### config.mk
export PLATFORM = sky130hd
export DESIGN_NAME = subchannel
export DESIGN_NICKNAME = d
export VERILOG_FILES = /design/src/gps_pkg.sv /design/src/subchannel.sv /design/src/subchannel_ctrl.sv /design/src/code_accumulator.sv /design/src/carrier_wipe.sv /design/src/carrier_nco.sv /design/src/ca_code_gen.sv
export SDC_FILE = /design/constraint.sdc
export NUM_CORES = 1
export LEC_CHECK = 0
export ABC_CLOCK_PERIOD_IN_PS = 9500
export BUFFER_PORTS_ARGS = -buffer_cell sky130_fd_sc_hd__buf_2
export CAP_MARGIN = 20
export CORE_MARGIN = 1.5
export CORE_UTILIZATION = 55
export CTS_BUF_LIST = sky130_fd_sc_hd__clkbuf_8 sky130_fd_sc_hd__clkbuf_16
export CTS_CLUSTER_SIZE = 14
export DETAILED_ROUTE_END_ITERATION = 8
export GPL_ROUTABILITY_DRIVEN = 1
export PLACE_DENSITY = 0.74
export SYNTH_ARGS = -nofsm -noshare
export SYNTH_HDL_FRONTEND = slang
export SYNTH_SLANG_ARGS = --single-unit
### constraint.sdc
create_clock -name clk -period 9.5 [get_ports clk]
set_input_delay 0.475 -clock clk [delete_from_list [all_inputs] [get_ports clk]]
set_output_delay 0.475 -clock clk [all_outputs]
set_load 0.01 [all_outputs]
### src/gps_pkg.sv
`default_nettype none

package gps_pkg;

   // Datapath widths.
   localparam int SAMPLE_W  = 3;
   localparam int CARRIER_W = 3;
   localparam int PROD_W    = 6;
   localparam int ACC_W     = 20;

   // Carrier NCO.
   localparam int PHASE_W   = 24;
   localparam int DOPPLER_W = 16;
   localparam int LUT_IDX_W = 3;
   localparam logic [PHASE_W-1:0] F_IF_INC = 24'h47_AE14;

   // C/A code.
   localparam int CHIPS_PER_EPOCH  = 1023;
   localparam int SAMPLES_PER_CHIP = 4;
   localparam int CS_W             = 10;
   localparam int SUB_W            = $clog2(SAMPLES_PER_CHIP);
   localparam int LFSR_W           = 10;

   typedef enum logic [1:0] {
      CH_IDLE,
      CH_SEEK,
      CH_TRACK
   } chan_state_e;

   typedef struct packed {
      logic signed [CARRIER_W-1:0] cos;
      logic signed [CARRIER_W-1:0] sin;
   } carrier_t;

   typedef struct packed {
      logic                     valid;
      logic                     code_bit;
      logic signed [PROD_W-1:0] i;
      logic signed [PROD_W-1:0] q;
   } wiped_t;

   typedef struct packed {
      logic signed [ACC_W-1:0] i;
      logic signed [ACC_W-1:0] q;
   } corr_t;

   // Eight-point cosine, amplitudes 1 and 2.
   function automatic logic signed [CARRIER_W-1:0] cos_lut(input logic [LUT_IDX_W-1:0] idx);
      case (idx)
         3'd0: return CARRIER_W'(2);
         3'd1: return CARRIER_W'(1);
         3'd2: return CARRIER_W'(-1);
         3'd3: return CARRIER_W'(-2);
         3'd4: return CARRIER_W'(-2);
         3'd5: return CARRIER_W'(-1);
         3'd6: return CARRIER_W'(1);
         default: return CARRIER_W'(2);
      endcase
   endfunction

   function automatic logic signed [CARRIER_W-1:0] sin_lut(input logic [LUT_IDX_W-1:0] idx);
      case (idx)
         3'd0: return CARRIER_W'(1);
         3'd1: return CARRIER_W'(2);
         3'd2: return CARRIER_W'(2);
         3'd3: return CARRIER_W'(1);
         3'd4: return CARRIER_W'(-1);
         3'd5: return CARRIER_W'(-2);
         3'd6: return CARRIER_W'(-2);
         default: return CARRIER_W'(-1);
      endcase
   endfunction

   // G2 phase select. Each hex digit of pos is a 1-based stage number,
   // the result has one bit set per selected stage.
   function automatic logic [LFSR_W-1:0] g2_taps(input logic [4:0] prn);
      logic [7:0] pos;
      case (prn)
         5'd1:  pos = 8'h26;
         5'd2:  pos = 8'h37;
         5'd3:  pos = 8'h48;
         5'd4:  pos = 8'h59;
         5'd5:  pos = 8'h19;
         5'd6:  pos = 8'h2A;
         5'd7:  pos = 8'h18;
         5'd8:  pos = 8'h29;
         5'd9:  pos = 8'h3A;
         5'd10: pos = 8'h23;
         5'd11: pos = 8'h34;
         5'd12: pos = 8'h56;
         5'd13: pos = 8'h67;
         5'd14: pos = 8'h78;
         5'd15: pos = 8'h89;
         5'd16: pos = 8'h9A;
         5'd17: pos = 8'h14;
         5'd18: pos = 8'h25;
         5'd19: pos = 8'h36;
         5'd20: pos = 8'h47;
         5'd21: pos = 8'h58;
         5'd22: pos = 8'h69;
         5'd23: pos = 8'h13;
         5'd24: pos = 8'h46;
         5'd25: pos = 8'h57;
         5'd26: pos = 8'h68;
         5'd27: pos = 8'h79;
         5'd28: pos = 8'h8A;
         5'd29: pos = 8'h16;
         5'd30: pos = 8'h27;
         5'd31: pos = 8'h38;
         default: pos = 8'h49;  // Value 0 encodes PRN 32.
      endcase
      return (LFSR_W'(1) << (pos[7:4] - 4'd1)) | (LFSR_W'(1) << (pos[3:0] - 4'd1));
   endfunction

endpackage

`default_nettype wire
### src/subchannel.sv
`timescale 1ns/1ps
`default_nettype none

module subchannel
   import gps_pkg::*;
(
   input  logic                       clk,
   input  logic                       rst_n_i,
   input  logic                       data_valid_i,
   input  logic signed [SAMPLE_W-1:0] data_i,
   input  logic [DOPPLER_W-1:0]       doppler_i,
   input  logic [4:0]                 prn_i,
   input  logic                       seek_en_i,
   input  logic [CS_W-1:0]            seek_target_i,
   output logic [CS_W-1:0]            code_shift_o,
   output logic                       seeking_o,
   output logic                       dump_valid_o,
   output corr_t                      dump_o,
   output logic                       ca_chip_o
);

   logic     sample_adv;
   logic     seek_step;
   logic     code_load;
   logic     acc_clear;
   logic     acc_dump;
   logic     epoch;
   carrier_t carrier;
   wiped_t   wiped;

   subchannel_ctrl ctrl_i (
      .clk           (clk),
      .rst_n_i       (rst_n_i),
      .data_valid_i  (data_valid_i),
      .seek_en_i     (seek_en_i),
      .seek_target_i (seek_target_i),
      .code_shift_i  (code_shift_o),
      .epoch_i       (epoch),
      .sample_adv_o  (sample_adv),
      .seek_step_o   (seek_step),
      .code_load_o   (code_load),
      .acc_clear_o   (acc_clear),
      .dump_o        (acc_dump),
      .seeking_o     (seeking_o)
   );

   ca_code_gen code_gen_i (
      .clk          (clk),
      .rst_n_i      (rst_n_i),
      .prn_i        (prn_i),
      .sample_adv_i (sample_adv),
      .seek_step_i  (seek_step),
      .load_i       (code_load),
      .chip_o       (ca_chip_o),
      .code_shift_o (code_shift_o),
      .epoch_o      (epoch)
   );

   // Carrier holds its phase through a seek.
   carrier_nco nco_i (
      .clk       (clk),
      .rst_n_i   (rst_n_i),
      .adv_i     (sample_adv),
      .doppler_i (doppler_i),
      .carrier_o (carrier)
   );

   carrier_wipe wipe_i (
      .clk        (clk),
      .rst_n_i    (rst_n_i),
      .valid_i    (sample_adv),
      .data_i     (data_i),
      .carrier_i  (carrier),
      .code_bit_i (ca_chip_o),
      .wiped_o    (wiped)
   );

   // Prompt correlator only.
   code_accumulator acc_i (
      .clk          (clk),
      .rst_n_i      (rst_n_i),
      .wiped_i      (wiped),
      .dump_i       (acc_dump),
      .clear_i      (acc_clear),
      .dump_valid_o (dump_valid_o),
      .result_o     (dump_o)
   );

endmodule

`default_nettype wire

### src/subchannel_ctrl.sv
`timescale 1ns/1ps
`default_nettype none

module subchannel_ctrl
   import gps_pkg::*;
(
   input  logic            clk,
   input  logic            rst_n_i,
   input  logic            data_valid_i,
   input  logic            seek_en_i,
   input  logic [CS_W-1:0] seek_target_i,
   input  logic [CS_W-1:0] code_shift_i,
   input  logic            epoch_i,
   output logic            sample_adv_o,
   output logic            seek_step_o,
   output logic            code_load_o,
   output logic            acc_clear_o,
   output logic            dump_o,
   output logic            seeking_o
);

   chan_state_e     state_q;
   chan_state_e     state_nxt;
   logic [CS_W-1:0] target_q;
   logic            epoch_q;

   // CH_IDLE is the single load cycle that opens every seek.
   always_comb begin
      state_nxt = state_q;
      case (state_q)
         CH_IDLE: begin
            if (target_q == '0) begin
               state_nxt = CH_TRACK;
            end else begin
               state_nxt = CH_SEEK;
            end
         end
         CH_SEEK: begin
            // The step in this cycle lands on the target.
            if (code_shift_i + CS_W'(1) == target_q) begin
               state_nxt = CH_TRACK;
            end
         end
         default: state_nxt = CH_TRACK;
      endcase
      if (seek_en_i) begin
         state_nxt = CH_IDLE;
      end
   end

   always_ff @(posedge clk) begin
      if (!rst_n_i) begin
         state_q <= CH_TRACK;
         epoch_q <= 1'b0;
      end else begin
         state_q <= state_nxt;
         epoch_q <= epoch_i;
      end
   end

   always_ff @(posedge clk) begin
      if (seek_en_i) begin
         target_q <= seek_target_i;
      end
   end

   // Samples that arrive while seeking are dropped.
   assign sample_adv_o = data_valid_i && (state_q == CH_TRACK);
   assign code_load_o  = (state_q == CH_IDLE);
   assign acc_clear_o  = (state_q == CH_IDLE);
   assign seek_step_o  = (state_q == CH_SEEK);
   assign seeking_o    = (state_q != CH_TRACK);

   // One cycle late, to line up with the registered product.
   assign dump_o = epoch_q;

   a_strobe_spacing: assert property (@(posedge clk) disable iff (!rst_n_i)
      data_valid_i |=> !data_valid_i);

   // A step never starts from the target, so a seek cannot overshoot.
   a_no_step_past_target: assert property (@(posedge clk) disable iff (!rst_n_i)
      seek_step_o |-> (code_shift_i != target_q));

endmodule

`default_nettype wire

### src/code_accumulator.sv
`timescale 1ns/1ps
`default_nettype none

module code_accumulator
   import gps_pkg::*;
(
   input  logic   clk,
   input  logic   rst_n_i,
   input  wiped_t wiped_i,
   input  logic   dump_i,
   input  logic   clear_i,
   output logic   dump_valid_o,
   output corr_t  result_o
);

   corr_t sum_q;
   corr_t term;
   corr_t total;

   // Code wipe-off. A code bit of 1 flips the sign of the product.
   function automatic logic signed [ACC_W-1:0] wipe_term(
      input logic signed [PROD_W-1:0] prod,
      input logic                     code_bit
   );
      logic signed [ACC_W-1:0] ext;
      ext = {{(ACC_W - PROD_W){prod[PROD_W-1]}}, prod};
      return code_bit ? -ext : ext;
   endfunction

   assign term.i = wipe_term(wiped_i.i, wiped_i.code_bit);
   assign term.q = wipe_term(wiped_i.q, wiped_i.code_bit);

   assign total.i = sum_q.i + term.i;
   assign total.q = sum_q.q + term.q;

   always_ff @(posedge clk) begin
      if (!rst_n_i) begin
         sum_q        <= '0;
         result_o     <= '0;
         dump_valid_o <= 1'b0;
      end else begin
         dump_valid_o <= 1'b0;
         if (wiped_i.valid && dump_i) begin
            // Final product of the epoch goes straight into the result.
            result_o     <= total;
            dump_valid_o <= 1'b1;
            sum_q        <= '0;
         end else if (clear_i) begin
            sum_q <= '0;
         end else if (wiped_i.valid) begin
            sum_q <= total;
         end
      end
   end

endmodule

`default_nettype wire

### src/carrier_wipe.sv
`timescale 1ns/1ps
`default_nettype none

module carrier_wipe
   import gps_pkg::*;
(
   input  logic                       clk,
   input  logic                       rst_n_i,
   input  logic                       valid_i,
   input  logic signed [SAMPLE_W-1:0] data_i,
   input  carrier_t                   carrier_i,
   input  logic                       code_bit_i,
   output wiped_t                     wiped_o
);

   logic signed [PROD_W-1:0] prod_i;
   logic signed [PROD_W-1:0] prod_q;
   logic                     valid_q;
   logic                     code_bit_q;
   logic signed [PROD_W-1:0] i_q;
   logic signed [PROD_W-1:0] q_q;

   // Both operands signed, so the product comes out signed at PROD_W.
   assign prod_i = data_i * carrier_i.cos;
   assign prod_q = data_i * carrier_i.sin;

   always_ff @(posedge clk) begin
      if (!rst_n_i) begin
         valid_q <= 1'b0;
      end else begin
         valid_q <= valid_i;
      end
   end

   always_ff @(posedge clk) begin
      if (valid_i) begin
         code_bit_q <= code_bit_i;
         i_q        <= prod_i;
         q_q        <= prod_q;
      end
   end

   assign wiped_o = '{valid: valid_q, code_bit: code_bit_q, i: i_q, q: q_q};

endmodule

`default_nettype wire

### src/carrier_nco.sv
`timescale 1ns/1ps
`default_nettype none

module carrier_nco
   import gps_pkg::*;
(
   input  logic                 clk,
   input  logic                 rst_n_i,
   input  logic                 adv_i,
   input  logic [DOPPLER_W-1:0] doppler_i,
   output carrier_t             carrier_o
);

   logic [PHASE_W-1:0]   phase_q;
   logic [PHASE_W-1:0]   phase_inc;
   logic [LUT_IDX_W-1:0] lut_idx;

   // Doppler is two's complement, so sign-extend before the add.
   assign phase_inc = F_IF_INC +
                      {{(PHASE_W - DOPPLER_W){doppler_i[DOPPLER_W-1]}}, doppler_i};

   // Wraps modulo 2^PHASE_W.
   always_ff @(posedge clk) begin
      if (!rst_n_i) begin
         phase_q <= '0;
      end else if (adv_i) begin
         phase_q <= phase_q + phase_inc;
      end
   end

   // The sample in flight sees the phase before this cycle's update.
   assign lut_idx = phase_q[PHASE_W-1 -: LUT_IDX_W];

   assign carrier_o = '{cos: cos_lut(lut_idx), sin: sin_lut(lut_idx)};

endmodule

`default_nettype wire

### src/ca_code_gen.sv
`timescale 1ns/1ps
`default_nettype none

module ca_code_gen
   import gps_pkg::*;
(
   input  logic            clk,
   input  logic            rst_n_i,
   input  logic [4:0]      prn_i,
   input  logic            sample_adv_i,
   input  logic            seek_step_i,
   input  logic            load_i,
   output logic            chip_o,
   output logic [CS_W-1:0] code_shift_o,
   output logic            epoch_o
);

   localparam logic [CS_W-1:0]  LAST_CHIP = CS_W'(CHIPS_PER_EPOCH - 1);
   localparam logic [SUB_W-1:0] LAST_SUB  = SUB_W'(SAMPLES_PER_CHIP - 1);

   // Bit 0 is stage 1, bit 9 is stage 10.
   logic [LFSR_W-1:0] g1_q;
   logic [LFSR_W-1:0] g2_q;
   logic [LFSR_W-1:0] g1_shift;
   logic [LFSR_W-1:0] g2_shift;
   logic [SUB_W-1:0]  sub_q;
   logic [CS_W-1:0]   chip_q;
   logic [CS_W-1:0]   chip_inc;

   // G1 = 1 + x^3 + x^10, G2 = 1 + x^2 + x^3 + x^6 + x^8 + x^9 + x^10.
   assign g1_shift = {g1_q[LFSR_W-2:0], g1_q[2] ^ g1_q[9]};
   assign g2_shift = {g2_q[LFSR_W-2:0],
                      g2_q[1] ^ g2_q[2] ^ g2_q[5] ^ g2_q[7] ^ g2_q[8] ^ g2_q[9]};

   assign chip_inc = (chip_q == LAST_CHIP) ? '0 : chip_q + CS_W'(1);

   always_ff @(posedge clk) begin
      if (!rst_n_i || load_i) begin
         g1_q   <= '1;
         g2_q   <= '1;
         sub_q  <= '0;
         chip_q <= '0;
      end else if (seek_step_i) begin
         // A whole chip per cycle. The sub-chip phase restarts.
         g1_q   <= g1_shift;
         g2_q   <= g2_shift;
         sub_q  <= '0;
         chip_q <= chip_inc;
      end else if (sample_adv_i) begin
         if (sub_q == LAST_SUB) begin
            g1_q   <= g1_shift;
            g2_q   <= g2_shift;
            sub_q  <= '0;
            chip_q <= chip_inc;
         end else begin
            sub_q <= sub_q + SUB_W'(1);
         end
      end
   end

   assign chip_o       = g1_q[LFSR_W-1] ^ (^(g2_q & g2_taps(prn_i)));
   assign code_shift_o = chip_q;

   // Last sample of chip 1022 closes the epoch.
   assign epoch_o = sample_adv_i && !seek_step_i && !load_i &&
                    (chip_q == LAST_CHIP) && (sub_q == LAST_SUB);

   a_shift_range: assert property (@(posedge clk) disable iff (!rst_n_i)
      code_shift_o < CS_W'(CHIPS_PER_EPOCH));

endmodule

`default_nettype wire

==> key figures <==
Status
  • Status: complete, no violations

Synth
  • Synth Register Bits: 164
  • Post-synth top cells: nand2_1 (190), dfxtp_1 (141), ha_1 (115)
  • Share of the synthesized area in the top cell type: 0.251
  • Most used DFF post-synth: dfxtp_1
  • Synth Instances: roughly 1.4k
  • Syn Nets: ~1.5k
  • Unique masters post-synth: between 70 and 80
  • Syn avg cell area: a little over 8 sq um
  • Post-synth top area cell: dfxtp_1
  • Synth warnings: 0
  • Syn Std Cell Area: approximately 11,000 sq um
  • Most frequent cell after synthesis: nand2_1
  • Post-synth EDFFs: 23
  • Area contributors post-synth: dfxtp_1 (25%), ha_1 (13%), nand2_1 (6.3%), edfxtp_1 (6.1%), xnor2_1 (5.3%)
  • Asr flop ratio synth: 0
  • Sequential area share after synthesis: 0.312

Critical path
  • CP arrival: roughly 3.9 ns
  • Crit-path cells: buf_2, inv_1, ha_1, o21ai_0, a31oi_1, a311oi_1, nor2b_1, xnor2_1, or3b_1, or3b_1, a22oi_1, xnor3_1, buf_2
  • Worst stage delay on the critical path: roughly 0.63 ns
  • Critical path's slowest cell: a311oi_1
  • CP Buf/Inv Count: 3
  • WP data required: between 9 and 10 ns
  • Worst-case reg-to-reg path depth: 13
  • Worst path depth: 13
  • Startpoint types: input pin
  • Setup Crit Path Kind: input pin to primary output
  • CP Max Fanout: 11
  • Critical Path Sink Type: primary output
  • Crit path max-delay family: compound AO/OA/AOI/OAI gates

Layout
  • Final core occ: 0.616
  • Fillers: 1,783
  • Sequential cell area: roughly 3500 sq um
  • Multi-input logic area: 7100 sq um
  • Share of layout cells above drive strength 1: 0.104
  • # diodes: 0
  • Nets: around 1.6k
  • Area Growth Syn to Fin: 10.5%

Timing
  • Total Neg Setup Slack: 0 ns
  • Final WS setup: roughly 5.2 ns
  • Worst Clk Skew: 0.0152 ns
  • Max Fclk: between 0.2 and 0.25 GHz
  • Fin crit period: 4.33 ns
  • Final Hold Fails: 0
  • # setup viols final: 0
  • Slew headroom: 0.297
  • Final Cycle Share: 0.456
  • Slew @ Worst Pin: around 1.1 ns
  • Slew Viols, Final: 0
  • RSZ-0062 raised after global routing: false

Power and ir drop
  • VDD IR-drop max: approximately 0.00015 V
  • Pwr/cell area: 221 nW/um^2
  • Leakage: 0.00557 uW
  • Power consumption: 2750 uW

Route
  • Iter 0 DRT Violations: approximately 500
  • Wire length per cell: 14.0 um
  • Antenna Nets Post-Route: 0
  • Vias: between 9k and 10k
  • Drt first pass iters: 6
  • Vias/cell: approximately 5.5
  • Routed wire length: between 20,000 and 25,000 um
  • Number of remaining DRC errors: 0

Placement
  • Setup WS pre-CTS: roughly 5.2 ns
  • PortBufs: 90
  • HPWL after DPL: 17,200 um
  • GPL Wtd Cong: about 0.88

Floorplanning
  • Die area: around 21,000 sq um
  • Rows: 52
  • Die width: 146 um
  • Core area: approximately 20,000 sq um
  • Die H: between 100 and 150 um
  • Io pins: 91
  • Starting density of the core: 0.558

GRT
  • Layer with the highest usage: met2
  • Remaining global-route overflow: 0
  • GRT Total Usage: 0.229
  • Met1 Resource Use GR: 0.305
  • Largest net degree at the start of global routing: between 50 and 60
  • Met2 Usage GRT: 0.390
  • Global-route wire length before repair: roughly 41,000 um
  • Initial antenna violation count: 0
  • Vias in the first global route: just under 9k
  • GRT met3 Usage: 0.0378

Clocking
  • CTS root buf: clkbuf_16
  • CTS H-tree depth: 4
  • Postcts setup bufs: 0
  • Cts repair resizes: 0
  • Sink Count: ~160
  • Cts hold-fix bufs: 0
  • Worst-Skew Late Latency: about 0.44 ns
  • Longest Clk Path Bufs: 2
  • Clock Pin Slew Worst Setup and Hold Paths: approximately 0.060 ns
  • CTS Buf Count: 17
  • TritonCTS clock tree: done

Run
  • Max-Cap Viols: 0

Min path
  • Hold path cells: 1
  • HP Class: input pin to flop
-- power by group --
part / switching [uW] / total [uW] / internal, uW
logic: 748 / 1280 / 537
clock network: 280 / 646 / 366
registers: 41.6 / 821 / 780
-- sequential cells by signal, summed over array words and instances (netlist names), 2 cells and up --
name,flops
code_gen_i.code_shift_o,10
ctrl_i.target_q,10
ctrl_i.state_q,2
code_gen_i.sub_q,2
wipe_i.i_q,6
acc_i.sum_q,40
acc_i.result_o,40
code_gen_i.g1_q,10
code_gen_i.g2_q,10
wipe_i.q_q,6
nco_i.phase_q,24
-- area by class of cell --
type,count,share of cell area
inverters,105,0.0317
multi-input cells,1044,0.571
repair buffers,101,0.0429
flip-flops and latches,164,0.283
clock buffers,21,0.0396
well taps,270,0.0272
clock inverters,10,0.00483
-- through the flow --
step                      cells  area (sq um)  hold slack (ns)
after floorplan            1368         11200            0.432
after global placement     1684         11900            0.439
after detailed placement   1684         11900            0.443
after CTS                  1715         12400            0.204
after global routing       1715         12400            0.205
final                      1715         12400            0.218
-- layer usage --
| metal | vias up | wire length [um] |
|---|---|---|
| li1 | 4871 | - |
| met1 | 4341 | 11400 |
| met2 | 212 | 11400 |
| met3 | 19 | 1010 |
| met4 | 0 | 194 |
| met5 | - | 0 |
-- logic make-up (layout without fill, tap and decap cells) --
family,count (synthesis),in the layout,synth area share
flops,164,164,0.312
compound gates,297,297,0.167
fa+ha+maj,128,128,0.151
xor+xnor,97,97,0.0780
mux,36,36,0.0331
buf+inv,160,237,0.0567
simple gates,486,486,0.202
-- cells in the final DEF (no fill, tap or decap), types with 18 or more instances in the layout --
cell / n
o21ai_0: 60
edfxtp_1: 23
nand2b_1: 18
mux2i_1: 35
nor3_1: 22
a21oi_1: 106
nand3_1: 58
ha_1: 115
xor2_1: 27
a21o_1: 21
buf_2: 90
nor2_1: 100
clkbuf_16: 18
dfxtp_1: 140
inv_1: 106
nand2_1: 190
xnor2_1: 68
-- final timing paths --
kind	start	end	slack, ns
setup / recovery	prn_i[0]	ca_chip_o	5.17
setup reg to reg	wipe_i.i_q[5]	acc_i.result_o[36]	5.28
hold reg to reg	nco_i.phase_q[9]	nco_i.phase_q[9]	0.45
hold / removal	seek_target_i[6]	ctrl_i.target_q[6]	0.22
(Power assumes the default switching activity.)
